`config.mk`:
```
export PLATFORM = sky130hd
export DESIGN_NAME = approx_fir
export DESIGN_NICKNAME = d
export VERILOG_FILES = /design/src/common/approx_fir_pkg.sv /design/src/hw/approx_fir.sv /design/src/hw/bw_approx_mult/bw_approx_mult.sv /design/src/hw/sum_tree.sv /design/src/hw/tap_line.sv
export VERILOG_INCLUDE_DIRS = /design/src /design/src/common
export SDC_FILE = /design/constraint.sdc
export NUM_CORES = 2
export LEC_CHECK = 0
export ABC_CLOCK_PERIOD_IN_PS = 13400
export BUFFER_PORTS_ARGS = -buffer_cell sky130_fd_sc_hd__buf_2
export CAP_MARGIN = 20
export CORE_ASPECT_RATIO = 1.4
export CORE_MARGIN = 4
export CORE_UTILIZATION = 55
export DETAILED_ROUTE_END_ITERATION = 7
export HOLD_SLACK_MARGIN = 0.06
export PLACE_DENSITY = 0.82
export SLEW_MARGIN = 25
export SYNTH_ARGS = -nofsm -noshare
export SYNTH_HDL_FRONTEND = slang
export SYNTH_SLANG_ARGS = --single-unit
export TNS_END_PERCENT = 1
```
`constraint.sdc`:
```
create_clock -name clk -period 13.4 [get_ports clk]
set_input_delay 1.34 -clock clk [delete_from_list [all_inputs] [get_ports clk]]
set_output_delay 1.34 -clock clk [all_outputs]
set_load 0.05 [all_outputs]
```
`src/common/approx_fir_config.svh`:
```
`ifndef APPROX_FIR_CONFIG_SVH
`define APPROX_FIR_CONFIG_SVH

// Number of filter taps. Any value of 2 or more works.
`define FIR_TAPS 4

// Product width plus growth for the tap sum.
`define ACC_W (32 + $clog2(`FIR_TAPS))

`endif

```
`src/common/approx_fir_pkg.sv`:
```
`include "approx_fir_config.svh"

package approx_fir_pkg;

    typedef logic signed [15:0] sample_t;   // Sample or coefficient.
    typedef logic signed [31:0] product_t;  // Approximate multiplier result.
    typedef logic signed [`ACC_W-1:0] acc_t;

    typedef logic [$clog2(`FIR_TAPS)-1:0] tap_addr_t;

    // Coefficient write port.
    typedef struct packed {
        logic      we;
        tap_addr_t addr;
        sample_t   data;
    } coef_wr_t;

    // Tap line state seen by the multipliers.
    typedef struct packed {
        sample_t [`FIR_TAPS-1:0] samples;  // Index 0 is the newest.
        sample_t [`FIR_TAPS-1:0] coefs;
        logic                    valid;    // New sample shifted in.
    } tap_bus_t;

endpackage

```
`src/hw/approx_fir.sv`:
```
`timescale 1ns/1ps

`include "approx_fir_config.svh"

module approx_fir (
    input                           clk,
    input                           rst_n,
    input                           sample_valid,
    input  approx_fir_pkg::sample_t  sample,
    input  approx_fir_pkg::coef_wr_t coef_wr,
    output approx_fir_pkg::acc_t     result,
    output logic                    result_valid
);

    import approx_fir_pkg::*;

    tap_bus_t                      taps;
    product_t [`FIR_TAPS-1:0]      products;

    tap_line u_tap_line (
        .clk          (clk),
        .rst_n        (rst_n),
        .sample_valid (sample_valid),
        .sample       (sample),
        .coef_wr      (coef_wr),
        .taps         (taps)
    );

    // One approximate multiplier per tap.
    for (genvar k = 0; k < `FIR_TAPS; k++) begin : g_tap
        bw_approx_mult u_mult (
            .x (taps.samples[k]),
            .y (taps.coefs[k]),
            .z (products[k])
        );
    end

    sum_tree u_sum_tree (
        .clk          (clk),
        .rst_n        (rst_n),
        .products     (products),
        .in_valid     (taps.valid),
        .result       (result),
        .result_valid (result_valid)
    );

endmodule

```
`src/hw/bw_approx_mult/bw_approx_mult.sv`:
```
`timescale 1ns/1ps

module bw_approx_mult (
    input  approx_fir_pkg::sample_t  x,
    input  approx_fir_pkg::sample_t  y,
    output approx_fir_pkg::product_t z
);

    logic [16:0] pp [16];   // Baugh-Wooley rows, row i from x[i].
    logic [20:0] cw [4];    // Compensation words for rows 0 to 5.
    logic [31:0] sum;

    // Partial-product rows.
    always_comb begin
        for (int i = 0; i < 15; i++) begin
            pp[i][14:0] = y[14:0] & {15{x[i]}};
            pp[i][15]   = ~(y[15] & x[i]);   // Inverted sign bit.
            pp[i][16]   = 1'b0;
        end
        pp[0][16] = 1'b1;
        // Last row inverts the magnitude bits instead.
        pp[15][14:0] = ~(y[14:0] & {15{x[15]}});
        pp[15][15]   = y[15] & x[15];
        pp[15][16]   = 1'b1;
    end

    // Fixed term table standing in for rows 0 to 5.
    always_comb begin
        for (int j = 0; j < 4; j++) begin
            cw[j] = '0;
        end

        cw[0][6]  = pp[0][6] ^ pp[1][5];
        cw[0][7]  = pp[0][6] & pp[1][5];
        cw[0][10] = pp[0][10] ^ pp[1][9];
        cw[0][12] = pp[2][9] & pp[3][8];
        cw[0][13] = pp[4][9] ^ pp[5][8];
        cw[0][14] = pp[0][14] ^ pp[1][13];
        cw[0][16] = pp[0][15] | pp[1][14];
        cw[0][17] = pp[1][15];
        cw[0][18] = pp[2][15] & pp[3][14];
        cw[0][19] = pp[4][14] & pp[5][13];
        cw[0][20] = pp[4][15] & pp[5][14];

        cw[1][7]  = pp[2][4] & pp[3][3];
        cw[1][16] = 1'b1;                   // Folded sign correction.
        cw[1][17] = pp[2][14] & pp[3][13];
        cw[1][18] = pp[3][15];
        cw[1][19] = pp[4][15] ^ pp[5][14];
        cw[1][20] = pp[5][15];

        cw[2][16] = pp[2][13] & pp[3][12];
        cw[2][17] = pp[2][15] ^ pp[3][14];
        cw[2][18] = pp[4][13] & pp[5][12];

        cw[3][17] = pp[4][13] ^ pp[5][12];
        cw[3][18] = pp[4][14] | pp[5][13];
    end

    // Exact sum of the upper rows plus compensation.
    always_comb begin
        sum = '0;
        for (int i = 6; i < 16; i++) begin
            sum = sum + (32'(pp[i]) << i);
        end
        for (int j = 0; j < 4; j++) begin
            sum = sum + 32'(cw[j]);
        end
    end

    assign z = sum;

endmodule

```
`src/hw/sum_tree.sv`:
```
`timescale 1ns/1ps

`include "approx_fir_config.svh"

module sum_tree (
    input                                           clk,
    input                                           rst_n,
    input  approx_fir_pkg::product_t [`FIR_TAPS-1:0] products,
    input                                           in_valid,
    output approx_fir_pkg::acc_t                     result,
    output logic                                    result_valid
);

    import approx_fir_pkg::*;

    localparam int N      = `FIR_TAPS;
    localparam int LEVELS = $clog2(N);
    localparam int PADDED = 1 << LEVELS;

    acc_t lvl [PADDED];
    acc_t sum;

    // Pairwise adder tree, reduced in place level by level.
    always_comb begin
        for (int i = 0; i < PADDED; i++) begin
            lvl[i] = (i < N) ? acc_t'(products[i]) : '0;   // Sign-extend.
        end
        for (int l = 0; l < LEVELS; l++) begin
            for (int i = 0; i < (PADDED >> (l + 1)); i++) begin
                lvl[i] = lvl[2*i] + lvl[2*i+1];
            end
        end
        sum = lvl[0];
    end

    always_ff @(posedge clk or negedge rst_n) begin
        if (!rst_n) begin
            result_valid <= 1'b0;
            result       <= '0;
        end else begin
            result_valid <= in_valid;
            if (in_valid) begin
                result <= sum;
            end
        end
    end

    // Fixed one-cycle strobe latency through the tree.
    a_valid_latency: assert property (@(posedge clk) disable iff (!rst_n)
        result_valid == $past(in_valid))
        else $error("result_valid does not follow in_valid");

    a_result_hold: assert property (@(posedge clk) disable iff (!rst_n)
        !result_valid |-> $stable(result))
        else $error("result changed without result_valid");

endmodule

```
`src/hw/tap_line.sv`:
```
`timescale 1ns/1ps

`include "approx_fir_config.svh"

module tap_line (
    input                           clk,
    input                           rst_n,
    input                           sample_valid,
    input  approx_fir_pkg::sample_t  sample,
    input  approx_fir_pkg::coef_wr_t coef_wr,
    output approx_fir_pkg::tap_bus_t taps
);

    import approx_fir_pkg::*;

    localparam int N = `FIR_TAPS;

    sample_t [N-1:0] hist;
    sample_t [N-1:0] coefs;
    logic            shift_q;

    // Sample history, newest at index 0.
    always_ff @(posedge clk or negedge rst_n) begin
        if (!rst_n) begin
            hist    <= '0;
            shift_q <= 1'b0;
        end else begin
            shift_q <= sample_valid;
            if (sample_valid) begin
                hist[0] <= sample;
                for (int k = 1; k < N; k++) begin
                    hist[k] <= hist[k-1];
                end
            end
        end
    end

    // Lands on the same edge as a sample, so that sample already sees it.
    always_ff @(posedge clk or negedge rst_n) begin
        if (!rst_n) begin
            coefs <= '0;
        end else if (coef_wr.we) begin
            coefs[coef_wr.addr] <= coef_wr.data;
        end
    end

    assign taps.samples = hist;
    assign taps.coefs   = coefs;
    assign taps.valid   = shift_q;

    a_coef_addr: assert property (@(posedge clk) disable iff (!rst_n)
        coef_wr.we |-> (coef_wr.addr < N))
        else $error("coefficient write to tap %0d out of range", coef_wr.addr);

endmodule

```
## Word level (Yosys, flattened, before mapping)

Cells that the tools add are included.
W data, S select, Z words.

| word-level totals | value |
|---|---|
| register bits | 164 |
| bits of input ports | 38 |
| output and inout port bits | 35 |
| logic and storage cells | 336 |

| cells by class | value |
|---|---|
| add/subtract/negate cells | 55 |
| magnitude comparators | 2 |
| multiplexer cells | 3 |
| bitwise logic cells | 264 |
| reductions and logical operators | 1 |

Operators with widths:

| cell | count |
|---|---|
| $and A15 B15 Y15 | 64 |
| $add A32 B19 Y32 | 8 |
| $add A32 B21 Y32 | 8 |
| $add A32 B24 Y32 | 4 |
| $add A32 B25 Y32 | 4 |
| $add A32 B26 Y32 | 4 |
| $add A32 B27 Y32 | 4 |
| $add A32 B28 Y32 | 4 |
| $add A32 B29 Y32 | 4 |
| $add A32 B30 Y32 | 4 |
| $add A32 B32 Y32 | 4 |
| $and A1 B1 Y1 | 100 |
| $add A22 B23 Y24 | 4 |
| $add A32 B32 Y33 | 2 |
| $bwmux W64 | 1 |
| $not A1 Y1 | 60 |
| $not A15 Y15 | 4 |
| $add A34 B34 Y34 | 1 |
| $demux W16 S2 | 1 |
| $xor A1 B1 Y1 | 28 |
| $mux W16 | 1 |
| $or A1 B1 Y1 | 8 |
| $lt A2 B3 Y1 const B | 1 |
| $ge A2 B1 Y1 const B | 1 |
| $logic_and A1 B1 Y1 | 1 |

## Longest topological paths before layout

| logic depth | value |
|---|---|
| depth in word-level cells | 17 |
| mapped depth | 48 |
| mapped depth without buffers | 46 |

## Hierarchy

A second synthesis with hierarchy kept.

| second synthesis, totals | value |
|---|---|
| cell total of the unflattened synthesis | 3,965 |
| area, all modules | 36,114.6 um^2 |

By module, submodules not included:

| module | instances | cells each | area each (um^2) | seq. area each (um^2) |
|---|---|---|---|---|
| bw_approx_mult at g_tap[0].u_mult ... | 2 | 778 | 6,567.5 | 0.0 |
| bw_approx_mult at g_tap[3].u_mult | 1 | 778 | 6,561.3 | 0.0 |
| bw_approx_mult at g_tap[2].u_mult | 1 | 767 | 6,536.3 | 0.0 |
| sum_tree | 1 | 591 | 5,081.1 | 875.8 |
| tap_line | 1 | 273 | 4,800.9 | 3,228.1 |

## Worst setup path after synthesis

No wires, ideal clock.

| timing path | value |
|---|---|
| path type | reg-to-reg |
| start point | register u_tap_line.hist (netlist bit u_tap_line.taps[120]) |
| end point | register u_sum_tree.result[31] |
| data arrival time | 9,119 ps |
| path slack | 4,147 ps |
| cell stages (with the launch flop) | 44 |
| buffers on the path | 1 |
| period minus slack after synthesis | 9,253 ps |
| path through | dfrtp_1 clkbuf_1 nand2_1 inv_1 ha_1 a21o_1 a21oi_1 nand2b_1 a21boi_0 or3_1 nand3_1 nand3_1 or2_2 xor2_1 fa_1 inv_1 fa_1 fa_1 (+8 left out) a21o_1 a21oi_1 xnor2_1 ha_1 a21o_1 a21o_1 nand2_1 nand2_1 a31oi_2 o21bai_1 a21oi_2 xnor2_1 ha_1 and2_1 o21bai_1 a31oi_1 a221oi_1 o31ai_1 |

| between the ends | value |
|---|---|
| word-level cells in the longest chain between the ends | 17 |

Ends and longest elaborated chain:

| item | RTL line | source |
|---|---|---|
| start, declared | tap_line.sv:18 | `sample_t [N-1:0] hist;` |
| start signal, assigned by index | tap_line.sv:32 | `hist[k] <= hist[k-1];` |
| $and A1 B1 Y1 | bw_approx_mult.sv:17 | `pp[i][15] = ~(y[15] & x[i]);` |
| $not A1 Y1 | bw_approx_mult.sv:17 |  |
| $add A22 B23 Y24 (*) | bw_approx_mult.sv:64 | `sum = sum + (32'(pp[i]) << i);` |
| $add A32 B24 Y32 (*) | bw_approx_mult.sv:64 |  |
| $add A32 B25 Y32 (*) | bw_approx_mult.sv:64 |  |
| $add A32 B26 Y32 (*) | bw_approx_mult.sv:64 |  |
| $add A32 B27 Y32 (*) | bw_approx_mult.sv:64 |  |
| $add A32 B28 Y32 (*) | bw_approx_mult.sv:64 |  |
| $add A32 B29 Y32 (*) | bw_approx_mult.sv:64 |  |
| $add A32 B30 Y32 (*) | bw_approx_mult.sv:64 |  |
| $add A32 B32 Y32 (*) | bw_approx_mult.sv:64 |  |
| $add A32 B21 Y32 (*) (2 in a row) | bw_approx_mult.sv:67 | `sum = sum + 32'(cw[j]);` |
| $add A32 B19 Y32 (*) (2 in a row) | bw_approx_mult.sv:67 |  |
| $add A32 B32 Y33 (*) | sum_tree.sv:30 | `lvl[i] = lvl[2*i] + lvl[2*i+1];` |
| $add A34 B34 Y34 (*) | sum_tree.sv:30 |  |
| end signal, assigned | sum_tree.sv:43 | `result <= sum;` |
| end, declared | sum_tree.sv:10 | `output approx_fir_pkg::acc_t result,` |

Every way passes the cells marked *; elsewhere a longest branch is shown, timed or not.
A chain may end at the register's enable or synchronous reset.

## Worst setup path after layout

| timing path | value |
|---|---|
| start point | register u_tap_line.hist (netlist bit u_tap_line.taps[88]) |
| end point | register u_sum_tree.result[28] |

Same word-level chain as after synthesis.

==> run_results.csv <==
group,metric,value,unit
timing,worst_pin_slew,1050,ps
timing,period_share,77.1,%
timing,final.setup.worst_slack,3070,ps
synth,ys_dominant_reg_cell,"sky130_fd_sc_hd__dfrtp_1",
final_layout,post_route_cells_drive_above_1_share,7.35,%
global_routing,grt_pass1_wl,144,mm
synth,yosysWarnings,0,
floorplan,chipWidth,218,um
synth,synth.avg_cell_area,9.05,um2
placement,placement.setup.worst_slack,3270,ps
hold_path,worst_hold_startpoint,"u_sum_tree.result[23]$_DFFE_PN0P_",
worst_setup_path,rr_startpoint,"u_tap_line.taps[88]$_DFFE_PN0P_",
detailed_routing,avgRoutedWirePerCell,19.7,um
global_routing,grt_antenna_before_repair,5,
timing,timing.fmax,96.8,MHz
hold_path,worst_hold_path.endpoint,"u_sum_tree.result[23]$_DFFE_PN0P_",
cts,clk_pin_slew_worst_paths,70,ps
synth,yosysUniqueCellTypes,76,
detailed_routing,detail_route.wirelength,90.0,mm
cts,cts_tree,"done",
worst_setup_path,timing.reg2reg.worst_path_depth,42,
cts,numCtsBuffers,17,
worst_setup_path,timing.critical_path.slowest_cell_delay,820,ps
detailed_routing,drt-initial-drc-count,1539,
synth,postSynth.asyncResetShare,100,%
timing,maxSlewViolCount,0,
cts,cts_hold_repair.buffers,0,
worst_setup_path,startpoint_type,"register",
synth,synth-seq-cells,158,
timing,period_needed,10330,ps
detailed_routing,dr_total_vias,26600,
timing,rsz0062_at_grt,"no",
global_routing,groute.usage.overall,27.9,%
cts,clock_tree.buffer_depth,2,
worst_setup_path,timing.critical_path.slowest_stage_cell,"sky130_fd_sc_hd__dfrtp_1",
worst_setup_path,worst_setup_path_end_kind,"register",
synth,synth_seq_area_share,11.6,%
detailed_routing,drc_errors,0,
cts,ctsHtreeMaxLevel,4,
worst_setup_path,cp_data_required_time,13770,ps
outcome,run_status,"finished, final reports clean",
detailed_routing,detail_route.vias_per_cell,5.83,
final_layout,final_nets,4689,
detailed_routing,route.antenna.remaining_nets,0,
timing,hold_violations,0,
worst_setup_path,setup.reg_to_reg.worst_slack,3070,ps
floorplan,design.die.area,66000,um2
cts,clock_sinks,158,
final_layout,nFillCells,5244,
detailed_routing,drtPass1Iterations,6,
cts,cts_post_setup_buffers_inserted,0,
worst_setup_path,timing.critical_path.arrival,10700,ps
job,max_cap_viols,0,
hold_path,holdCritPathClass,"reg -> reg",
timing,setup_viol_count_final,0,
global_routing,largest_net_degree_at_the_start_of_global_routing,86,
placement,place.gp.congestion,0.909,
floorplan,initial_utilization,55.8,%
synth,netlist_instances,3764,
global_routing,overflow_after_grt,0,
worst_setup_path,critical_path_class,"reg -> reg",
floorplan,core_area,61000,um2
timing,finalClockSkew,15.1,ps
timing,timing.setup.tns,0,ps
hold_path,holdPathStages,1,
cts,clockRootBuffer,"sky130_fd_sc_hd__clkbuf_16",
floorplan,vert_die_dim,302,um
cts,postCtsResizedCells,0,
worst_setup_path,crit-reg2reg-capture,"u_sum_tree.result[28]$_DFFE_PN0P_",
placement,io_buffers,66,
placement,post_dp_hpwl,72.2,mm
synth,post_synth_instance_area,34100,um2
synth,edff_count_synth,0,
global_routing,first_global_vias,28100,
floorplan,std_cell_rows,107,
final_layout,areaGrowthSynthToFinish,4.42,%
floorplan,pin_count,73,
cts,skew_pair_late_insertion_delay,500,ps
worst_setup_path,crit_fanout,19,
timing,maxSlewHeadroom,29.6,%
logic make-up after synthesis:
| logic type | Yosys count | synth area share (%) |
|---|---|---|
| DFF | 158 | 11.6 |
| other | 1 | 0.0110 |
| AOI/OAI and AO/OA | 493 | 9.35 |
| muxes | 143 | 4.73 |
| adders and majority gates | 922 | 44.6 |
| xor gates and xnor gates | 201 | 5.17 |
| and+or+nand+nor | 1113 | 16.4 |
| buffers and inverters | 733 | 8.14 |
placed cells by master (no fill, tap or decap), types with 58 or more instances in the layout:
| cell | instances |
|---|---|
| sky130_fd_sc_hd__mux2_2 | 143 |
| sky130_fd_sc_hd__nor2_1 | 96 |
| sky130_fd_sc_hd__inv_1 | 601 |
| sky130_fd_sc_hd__buf_2 | 65 |
| sky130_fd_sc_hd__dfrtp_1 | 158 |
| sky130_fd_sc_hd__and2_1 | 370 |
| sky130_fd_sc_hd__nand2_1 | 439 |
| sky130_fd_sc_hd__a21oi_1 | 169 |
| sky130_fd_sc_hd__a21o_1 | 58 |
| sky130_fd_sc_hd__o21ai_0 | 79 |
| sky130_fd_sc_hd__xor2_1 | 66 |
| sky130_fd_sc_hd__xnor2_1 | 135 |
| sky130_fd_sc_hd__ha_1 | 435 |
| sky130_fd_sc_hd__fa_1 | 487 |
layer usage:
metal,up-vias,global-route usage (%),wire length [um]
met5,-,0,45
met4,6,21.0,8300
met3,382,4.26,5050
met2,937,48.9,45500
met1,13200,30.3,31100
li1,12000,-,-
synthesized netlist by cell type (5+ instances only):
cell	instances	area, um2
sky130_fd_sc_hd__a21o_1	58	435
sky130_fd_sc_hd__mux2_2	143	1610
sky130_fd_sc_hd__nand2b_1	22	138
sky130_fd_sc_hd__xnor2_1	135	1180
sky130_fd_sc_hd__or3_1	14	87.6
sky130_fd_sc_hd__o22ai_1	6	37.5
sky130_fd_sc_hd__fa_1	487	9750
sky130_fd_sc_hd__nor2b_1	26	163
sky130_fd_sc_hd__xor2_1	66	578
sky130_fd_sc_hd__or2_2	8	50.1
sky130_fd_sc_hd__a21oi_1	169	846
sky130_fd_sc_hd__o21a_1	28	210
sky130_fd_sc_hd__a211oi_1	16	120
sky130_fd_sc_hd__o211ai_1	15	113
sky130_fd_sc_hd__clkbuf_1	121	454
sky130_fd_sc_hd__o21ai_0	79	395
sky130_fd_sc_hd__nor2_1	96	360
sky130_fd_sc_hd__a31oi_1	15	93.8
sky130_fd_sc_hd__and4_1	11	96.3
sky130_fd_sc_hd__a2111oi_0	5	43.8
sky130_fd_sc_hd__nand3_1	37	185
sky130_fd_sc_hd__nor3_1	33	165
sky130_fd_sc_hd__inv_1	601	2260
sky130_fd_sc_hd__nor3b_1	5	37.5
sky130_fd_sc_hd__o21bai_1	19	143
sky130_fd_sc_hd__o21ai_1	7	35.0
sky130_fd_sc_hd__o31ai_1	14	105
sky130_fd_sc_hd__and3_1	24	150
sky130_fd_sc_hd__nand2_1	439	1650
sky130_fd_sc_hd__ha_1	435	5440
sky130_fd_sc_hd__nand4_1	15	93.8
sky130_fd_sc_hd__nand3b_1	7	52.6
sky130_fd_sc_hd__and2_1	370	2310
sky130_fd_sc_hd__a21boi_0	8	60.1
sky130_fd_sc_hd__dfrtp_1	158	3950
sky130_fd_sc_hd__buf_4	6	45.0
area by class of cell:
class                      count  area (um2)  area share, %
tap                          817        1020           2.87
timing repair buffer          72         398           1.12
clock buffer                  19         433           1.22
antenna                        3        7.51         0.0211
sequential                   158        3950           11.1
clock inverter                13         131          0.369
inverter                     602        2260           6.35
multi-input combinational   2878       27400           76.9
through the flow:
stage	cells	cell area [um2]	hold slack [ps]	utilization (%)
after CTS	4558	35500	506	58.2
final	4562	35600	503	58.3
after detailed placement	4526	35000	491	57.3
after global routing	4562	35600	522	58.3
after global placement	4526	35000	486	57.3
after floorplan	3769	34100	352	-
worst max-delay path by stage:
| stage | start | to | slack, ps |
|---|---|---|---|
| after floorplan | u_tap_line.taps[120]$_DFFE_PN0P_ | u_sum_tree.result[31]$_DFFE_PN0P_ | 4150 |
| after global placement | u_tap_line.taps[88]$_DFFE_PN0P_ | u_sum_tree.result[28]$_DFFE_PN0P_ | 3400 |
| after detailed placement | u_tap_line.taps[88]$_DFFE_PN0P_ | u_sum_tree.result[28]$_DFFE_PN0P_ | 3270 |
| after CTS | u_tap_line.taps[88]$_DFFE_PN0P_ | u_sum_tree.result[28]$_DFFE_PN0P_ | 3200 |
| after global routing | u_tap_line.taps[88]$_DFFE_PN0P_ | u_sum_tree.result[28]$_DFFE_PN0P_ | 2320 |
| final | u_tap_line.taps[88]$_DFFE_PN0P_ | u_sum_tree.result[28]$_DFFE_PN0P_ | 3070 |
worst max-delay path: cells and delay by family (launching register included):
family	cells	cell delay, ps
and+or+nand+nor	5	810
buffers and inverters	3	200
DFF	1	820
xor gates and xnor gates	4	590
AOI/OAI and AO/OA	19	3810
muxes	1	270
adders and majority gates	10	3680
flip-flops by register name, indices dropped and copies added (netlist names):
signal,count
u_tap_line.taps,128
u_sum_tree.result,28
u_sum_tree.result_valid,1
u_tap_line.shift_q,1
Power is left out: the tool's default activity adds up to more than one toggle a clock period on the data nets, which glitch-free logic cannot reach.
